[src/core_types_pkg.sv]
/* core types package
   geometry of the BRAM array and the vector types for its index, data and byte enables. */

package core_types_pkg;

	// number of entries in the array.
	localparam int OUTER_WIDTH = 32;

	// bits held by one entry.
	localparam int INNER_WIDTH = 32;

	// bits needed to select one entry.
	localparam int INDEX_WIDTH = $clog2(OUTER_WIDTH);

	// width of one write lane, and how many lanes make up an entry.
	localparam int BYTE_WIDTH = 8;
	localparam int BYTE_LANES = INNER_WIDTH / BYTE_WIDTH;

	// an entry index.
	typedef logic [INDEX_WIDTH-1:0] bram_index_t;

	// one full entry as stored in the array.
	typedef logic [INNER_WIDTH-1:0] bram_data_t;

	// bit n enables byte lane n of a write, counting up from the lowest byte.
	typedef logic [BYTE_LANES-1:0] bram_byte_en_t;

endpackage

[src/bram_port_pkg.sv]
/* bram port package
   request formats for the two read ports and the byte-enabled write port. */

package bram_port_pkg;

	import core_types_pkg::*;

	// a read request.
	// the port reads whenever ren is high. there is no strobe and no
	// handshake, so a request that is held high reads again each cycle.
	typedef struct packed {
		logic ren;
		bram_index_t rindex;
	} bram_rreq_t;

	// a write request.
	// the write takes place when any bit of wen_byte is set. only the
	// enabled lanes of the entry at windex take the new bytes from wdata,
	// and the other lanes keep their old contents.
	typedef struct packed {
		bram_byte_en_t wen_byte;
		bram_index_t windex;
		bram_data_t wdata;
	} bram_wreq_t;

endpackage

[src/bram_2rport_1wport.sv]
/* dual-read single-write block RAM
   two synchronous read ports with one cycle of latency and one write port with byte enables. */

module bram_2rport_1wport (
	input logic CLK,
	input logic nRST,

	input bram_port_pkg::bram_rreq_t port0_rreq,
	input bram_port_pkg::bram_rreq_t port1_rreq,
	input bram_port_pkg::bram_wreq_t wreq,

	output core_types_pkg::bram_data_t port0_rdata,
	output core_types_pkg::bram_data_t port1_rdata
);

	import core_types_pkg::*;

	// merges new bytes into an old word, lane by lane.
	// a lane takes the new byte only when its enable is set.
	function automatic bram_data_t merge_lanes(
		input bram_data_t old_word,
		input bram_data_t new_word,
		input bram_byte_en_t lane_en
	);
		bram_data_t merged;
		merged = old_word;
		for (int lane = 0; lane < BYTE_LANES; lane++) begin
			if (lane_en[lane]) begin
				merged[lane*BYTE_WIDTH +: BYTE_WIDTH] =
					new_word[lane*BYTE_WIDTH +: BYTE_WIDTH];
			end
		end
		return merged;
	endfunction

	// the storage itself.
	bram_data_t mem [OUTER_WIDTH];

	// the word that the current write would leave behind at windex.
	bram_data_t write_word;

	// high when at least one byte lane of the write is enabled.
	logic write_active;

	assign write_active = |wreq.wen_byte;

	// the merge needs the old word, so a partial write is a read-modify-write
	// of the addressed entry within the same cycle.
	always_comb begin
		write_word = merge_lanes(mem[wreq.windex], wreq.wdata, wreq.wen_byte);
	end

	// write port.
	// reset clears every entry. after that, each write replaces the enabled
	// lanes of the entry at windex.
	always_ff @(posedge CLK, negedge nRST) begin
		if (~nRST) begin
			for (int i = 0; i < OUTER_WIDTH; i++) begin
				mem[i] <= '0;
			end
		end
		else if (write_active) begin
			mem[wreq.windex] <= write_word;
		end
	end

	// read ports.
	// both ports sample the array on the same edge that the write lands, so a
	// read of the index being written returns the word from before the write.
	// a port whose ren is low keeps the last word it read.
	always_ff @(posedge CLK, negedge nRST) begin
		if (~nRST) begin
			port0_rdata <= '0;
			port1_rdata <= '0;
		end
		else begin
			if (port0_rreq.ren) begin
				port0_rdata <= mem[port0_rreq.rindex];
			end
			if (port1_rreq.ren) begin
				port1_rdata <= mem[port1_rreq.rindex];
			end
		end
	end

endmodule

[src/bram_2rport_1wport_wrapper.sv]
/* BRAM timing wrapper
   registers every request into the dual-read RAM and both read words out of it. */

module bram_2rport_1wport_wrapper (
	input logic CLK,
	input logic nRST,

	input bram_port_pkg::bram_rreq_t next_port0_rreq,
	input bram_port_pkg::bram_rreq_t next_port1_rreq,
	input bram_port_pkg::bram_wreq_t next_wreq,

	output core_types_pkg::bram_data_t last_port0_rdata,
	output core_types_pkg::bram_data_t last_port1_rdata
);

	import core_types_pkg::*;
	import bram_port_pkg::*;

	// requests after the input stage, as seen by the array.
	bram_rreq_t port0_rreq;
	bram_rreq_t port1_rreq;
	bram_wreq_t wreq;

	// read words straight from the array, before the output stage.
	bram_data_t port0_rdata;
	bram_data_t port1_rdata;

	bram_2rport_1wport wrapped_bram (
		.CLK(CLK),
		.nRST(nRST),
		.port0_rreq(port0_rreq),
		.port1_rreq(port1_rreq),
		.wreq(wreq),
		.port0_rdata(port0_rdata),
		.port1_rdata(port1_rdata)
	);

	// input stage.
	// clearing the requests on reset leaves every enable low, so the array
	// sees neither a read nor a write until the first real request arrives.
	always_ff @(posedge CLK, negedge nRST) begin
		if (~nRST) begin
			port0_rreq <= '0;
			port1_rreq <= '0;
			wreq <= '0;
		end
		else begin
			port0_rreq <= next_port0_rreq;
			port1_rreq <= next_port1_rreq;
			wreq <= next_wreq;
		end
	end

	// output stage.
	// together with the input stage and the array's own read register this
	// gives a fixed latency of three edges from request to last_portN_rdata.
	always_ff @(posedge CLK, negedge nRST) begin
		if (~nRST) begin
			last_port0_rdata <= '0;
			last_port1_rdata <= '0;
		end
		else begin
			last_port0_rdata <= port0_rdata;
			last_port1_rdata <= port1_rdata;
		end
	end

endmodule

[config.mk]
export PLATFORM = sky130hd
export DESIGN_NAME = bram_2rport_1wport_wrapper
export DESIGN_NICKNAME = d
export VERILOG_FILES = /design/src/core_types_pkg.sv /design/src/bram_port_pkg.sv /design/src/bram_2rport_1wport.sv /design/src/bram_2rport_1wport_wrapper.sv
export SDC_FILE = /design/constraint.sdc
export NUM_CORES = 2
export LEC_CHECK = 0
export BUFFER_PORTS_ARGS = -buffer_cell sky130_fd_sc_hd__buf_2
export CORE_MARGIN = 4
export CORE_UTILIZATION = 45
export CTS_BUF_LIST = sky130_fd_sc_hd__clkbuf_8
export DETAILED_ROUTE_END_ITERATION = 7
export PLACE_DENSITY = 0.7
export SYNTH_ARGS = -nofsm -noshare
export SYNTH_HDL_FRONTEND = slang
export SYNTH_SLANG_ARGS = --single-unit
[constraint.sdc]
create_clock -name CLK -period 2.6 [get_ports CLK]
set_clock_uncertainty 0.2 [all_clocks]
set_input_delay 0.39 -clock CLK [delete_from_list [all_inputs] [get_ports CLK]]
set_output_delay 0.39 -clock CLK [all_outputs]
set_load 0.03 [all_outputs]
Word-level counts from Yosys, hierarchy flattened
Index checks and enable logic that the tools add are counted.
- bits in registers: 1205
- bits in latches: 0
- bits in writable memories: 0
- ROM bits: 0
- bits of input ports: 55
- output and inout bits: 64
- word-level logic and storage cells: 68
- memories kept: 0
- add/sub/neg operators: 0
- multipliers: 0
- divide/modulo/power cells: 0
- $lt $le $gt $ge: 4
- equality and inequality tests: 0
- shifts and indexed selects: 0
- mux-type cells: 16
- bitwise logic cells: 3
- reductions and logical operators: 2
- operators by type and width (kind ; number):
    bitwise mux 1024 bit ; 1
    binary-select mux 32 bit (select 5 bit) ; 3
    2-to-1 mux 32 bit ; 7
    demux 32 bit (select 5 bit) ; 1
    2-to-1 mux 8 bit ; 4
    >= comparator 6 bit, second input constant ; 3
    NOT 5 -> 6 bit ; 3
    less-than comparator 6 x 1 -> 1 bit, second input constant ; 1
    OR reduction 4 bit ; 1
    logical AND 1 bit ; 1

Longest topological paths before layout
- depth in word-level cells: 6
- gate-level depth with buffers: 11

Hierarchy
A second synthesis with hierarchy kept.
- cell total of the unflattened synthesis: 5538
- area total of the unflattened synthesis: 64302.9 µm²
- modules (own cells, without submodules) (module ; instances ; cells each ; area an instance (µm²) ; sequential area each (µm²)):
    bram_2rport_1wport ; 1 ; 5421 ; 61375.1 ; 27226.1
    bram_2rport_1wport_wrapper ; 1 ; 117 ; 2927.8 ; 2927.8

Worst setup path before layout
Ideal clock, no wire load.
- kind: flip-flop to flip-flop
- from: register, netlist name wreq[32]
- to: register wrapped_bram.mem[217] (netlist name)
- setup time: 125 ps
- arrival: 2323 ps
- required time: 2275 ps
- path slack: -48 ps
- cell stages (with the launch flop): 9
- path buffers: 4
- path through: dfrtp_1 buf_6 buf_4 buf_2 mux4_2 a221oi_1 a32oi_1 clkbuf_1 mux2_2
- cells in the longest elaborated chain, start to end: 6
- elaborated cells on any way between the ends: 11
- classes of those cells: 2 x order compare; 7 x mux; 1 x bitwise; 1 x reduce/logical
- RTL lines (item ; RTL line ; RTL):
    NOT 5 -> 6 bit (not written as such) * ; bram_2rport_1wport.sv:50, bram_2rport_1wport.sv:63 ;
    >= comparator 6 bit (not written as such), or another cell as far along ; bram_2rport_1wport.sv:63 ; mem[wreq.windex] <= write_word;
    logical AND 1 bit (not written as such) / 2-to-1 mux 32 bit (equally long branches) ; bram_2rport_1wport.sv:63, bram_2rport_1wport.sv:50 ;
    2-to-1 mux 32 bit, on equally long branches ; bram_2rport_1wport.sv:63, bram_2rport_1wport.sv:50 ;
    demux 32 bit (select 5 bit) / 2-to-1 mux 8 bit (equally long branches) ; bram_2rport_1wport.sv:63, bram_2rport_1wport.sv:28 ;
    bitwise mux 1024 bit * ; bram_2rport_1wport.sv:63 ;
    end signal: indexed assignment ; bram_2rport_1wport.sv:63 ;
    end: declaration ; bram_2rport_1wport.sv:37 ; bram_data_t mem [OUTER_WIDTH];
Mark *: on every way between the ends. The rest lies on a longest branch, timed or not. The select of a mux whose other input is x is not followed.
A chain may end at the register's enable or synchronous reset.

Worst setup path in the final report
- from: register, netlist name wreq[32]
- to: register wrapped_bram.mem[953] (netlist name)
- cells in the longest elaborated chain, start to end: 6
- elaborated cells on any way between the ends: 11
- classes of those cells: 2 x order compare; 7 x mux; 1 x bitwise; 1 x reduce/logical
- RTL lines (item ; RTL line):
    NOT 5 -> 6 bit (not written as such) * ; bram_2rport_1wport.sv:50, bram_2rport_1wport.sv:63
    >= comparator 6 bit (not written as such), or another cell as far along ; bram_2rport_1wport.sv:63
    logical AND 1 bit (not written as such) / 2-to-1 mux 32 bit (equally long branches) ; bram_2rport_1wport.sv:63, bram_2rport_1wport.sv:50
    2-to-1 mux 32 bit, on equally long branches ; bram_2rport_1wport.sv:63, bram_2rport_1wport.sv:50
    demux 32 bit (select 5 bit) / 2-to-1 mux 8 bit (equally long branches) ; bram_2rport_1wport.sv:63, bram_2rport_1wport.sv:28
    bitwise mux 1024 bit * ; bram_2rport_1wport.sv:63
Marks and branches as above.

==> metrics.txt <==
Max-slew headroom=17.6%; fmax=332 MHz; CTS tree=done; delay-heaviest family, CP=multiplexers; layout cell share with drive strength beyond 1=56.4%; crit path DAT=3.61 ns; clk buf depth=3; final RePlAce weighted congestion=0.924; grt ovf=0; synthesized net count=4,538; final hold violations=0; Crit path largest cell delay=just under 0.5 ns; sequential-to-total area share from yosys stat=45.3%; PD cells=825 nW/um^2; Post-synth ARST share=100%; Max VDD drop=0.000547 V; fin crit share=116%; GRT Util Overall=31.5%; initial antenna violation count=9; largest net degree at the start of global routing=113; Final #Nets=5,162; critical path, cell by cell=buf_12 -> buf_16 -> buf_8 -> mux4_2 -> a22o_1 -> a221oi_2 -> a32oi_2 -> buf_6 -> mux2_4; startpoint types=flop; H-Tree Level Count=4; starting density of the core=45.5%; CTS clk-pin slew, worst paths=0.06 ns; Yosys top cell area share=between 40 and 50%; drc violations=0; crit path time final=3.01 ns; Worst setup startpoint=wreq[32]$_DFF_PN0_; required time worst endpoint=between 3 and 4 ns; synthesized area per cell=14.9 um^2; commonest non-fill, non-tap cell in the layout=dfrtp_1; routed len/inst=around 34 um; worst-margin pin slew=1.22 ns; WP buf/inv=4; Slew Limit Fails=0; Yosys warnings=0; RSZ-0062 raised after global routing=true; Leak=35.3 nW; crit path max-delay cell type=mux4_2; final setup violating endpoints=around 1,000; vias in the first global route=roughly 50,000; Syn Std Cell Area=approximately 67,000 um^2; Main synth FF type=dfrtp_1; first-pass GRT wire length=352 mm; outcome=complete, but fails checks; I/O pin count=119; Chip Height=393 um; worst r2r src=wreq[32]$_DFF_PN0_; EDFF count, synth=0; DP Wirelength=around 150 mm; cell taking the most area after synthesis=dfrtp_1; DR vias=approximately 50,000; final design utilization=between 50 and 60%; Worst setup EP type=flop; port buffer count=118; Area Growth Syn to Fin=24.9%; worst hold slack=0.164 ns; violated checks=negative setup slack; Synth Instances=4,483; Num CTS Buffers=roughly 200; CP Max Fanout=8; Setup WS pre-CTS=-0.339 ns; most frequent cells in the layout=1,197 x dfrtp_1, 933 x mux2_2, 652 x mux4_2, 339 x buf_4; kind of critical path=flop to flop; Hold Crit Class=flop to flop; Clock Latency Late Sink=0.98 ns; clock sink count=1,205; Final ANT Viol Nets=0; DRT Pass-1 Iters=6; final WL=246 mm; vias per cell=6.95; top post-synthesis cells by area=dfrtp_1 45%, mux4_2 22%, mux2_2 18%; Netlist cell types=53; PnR worst setup slack=-0.409 ns; CTS root buf=clkbuf_8; First DRT Iteration DRCs=6,794; number of synthesized register bits=1,205; Hold Path Origin=wrapped_bram.port0_rdata[18]$_DFFE_PN0P_; die width=just under 400 um; core footprint=146,000 um^2; MaxCap Viol Count=0; total die area=154,000 um^2; row cnt=140
==> through the flow <==
stage	cells	power [mW]	setup TNS (ns)	area, um^2
floorplan	4483	42.2	-0.478	66600
global placement	6605	47.7	-212.25	74700
detailed placement	6605	48.6	-212.47	74700
CTS	7148	67.6	-243.13	81900
global route	7190	71.4	-336.40	83200
finish	7193	68.6	-293.82	83200
==> layout make-up <==
cell class	count	area, um^2
clock buffer	266	3660
sequential	1205	30200
clock inverter	103	708
fill	11300	63300
multi-input combinational	2760	35700
timing repair buffer	909	10400
antenna	5	12.5
tap	1917	2400
inverter	28	105
==> repair_timing <==
item	4_1_cts	5_1_grt
hold endpoints to repair	1258	0
setup endpoints to repair	1039	1050
gates cloned	34	16
resized for setup	211	209
hold buffers	109	0
buffers inserted	33	27
pin swaps	40	36
==> synth_stat cells (3+ instances only) <==
cell          n
o22ai_1     268
mux2i_1     223
mux2_4        9
buf_4        28
nand2b_1      3
a2bb2oi_1     3
o311a_1       5
o31ai_1      32
buf_2       183
buf_1        26
mux4_1        3
a211oi_1     14
buf_6         5
o221ai_1      3
nand2_1      97
nor2b_1      18
a22oi_1      87
nand3_1      43
clkbuf_1    246
a2111oi_0     4
nand4_1       4
a22o_1       29
dfrtp_1    1205
nor2_1       36
mux2_2     1048
a32oi_1      28
and3b_1       5
and2_1        4
a21oi_1      18
or3b_2        4
a221oi_1     21
nor4_1       65
a31oi_1       4
nand3b_1      9
or3_1         4
mux4_2      649
inv_1        28
==> cell families (layout without fill, tap and decap cells) <==
kind of cell | count (synthesis) | count (layout) | synth area share, %
muxes | 1932 | 1932 | 43.3
DFF | 1205 | 1205 | 45.3
other | 0 | 5 | 0
AOI/OAI and AO/OA | 526 | 526 | 5.58
and+or+nand+nor | 302 | 302 | 2.34
buffers and inverters | 518 | 1306 | 3.50
==> power by group <==
group	internal (mW)	total, mW	switching [mW]
Clock	9.87	18.2	8.34
Sequential	24.4	29.8	5.45
Combinational	12.5	20.6	8.08
Total	46.8	68.6	21.9
==> flip-flops by register name, summed over array words and instances (netlist names) <==
signal	cells
port1_rreq	6
wrapped_bram.mem	1024
wreq	41
last_port0_rdata	32
wrapped_bram.port0_rdata	32
wrapped_bram.port1_rdata	32
port0_rreq	6
last_port1_rdata	32
==> per-layer routing <==
layer / global-route usage, % / vias to the layer above / part of all wire, %
li1: - / 19200 / -
met1: 41.0 / 26000 / 36
met2: 45.8 / 3857 / 44
met3: 10.4 / 986 / 13
met4: 19.3 / 6 / 6.9
met5: 0 / - / 0.013
==> final timing paths <==
| kind | slack [ns] | to | depth (start not counted) |
|---|---|---|---|
| hold / removal | 0.16 | last_port0_rdata[18]$_DFF_PN0_ | 0 |
| min in group asynchronous | 0.53 | wrapped_bram.mem[182]$_DFFE_PN0P_ | 4 |
| hold reg to reg | 0.16 | last_port0_rdata[18]$_DFF_PN0_ | 0 |
| setup reg to reg | -0.41 | wrapped_bram.mem[953]$_DFFE_PN0P_ | 9 |
| setup / recovery | -0.41 | wrapped_bram.mem[953]$_DFFE_PN0P_ | 9 |
| max in group asynchronous | 0.95 | wrapped_bram.mem[558]$_DFFE_PN0P_ | 5 |
Note: power is estimated with default switching activity, not from simulation.
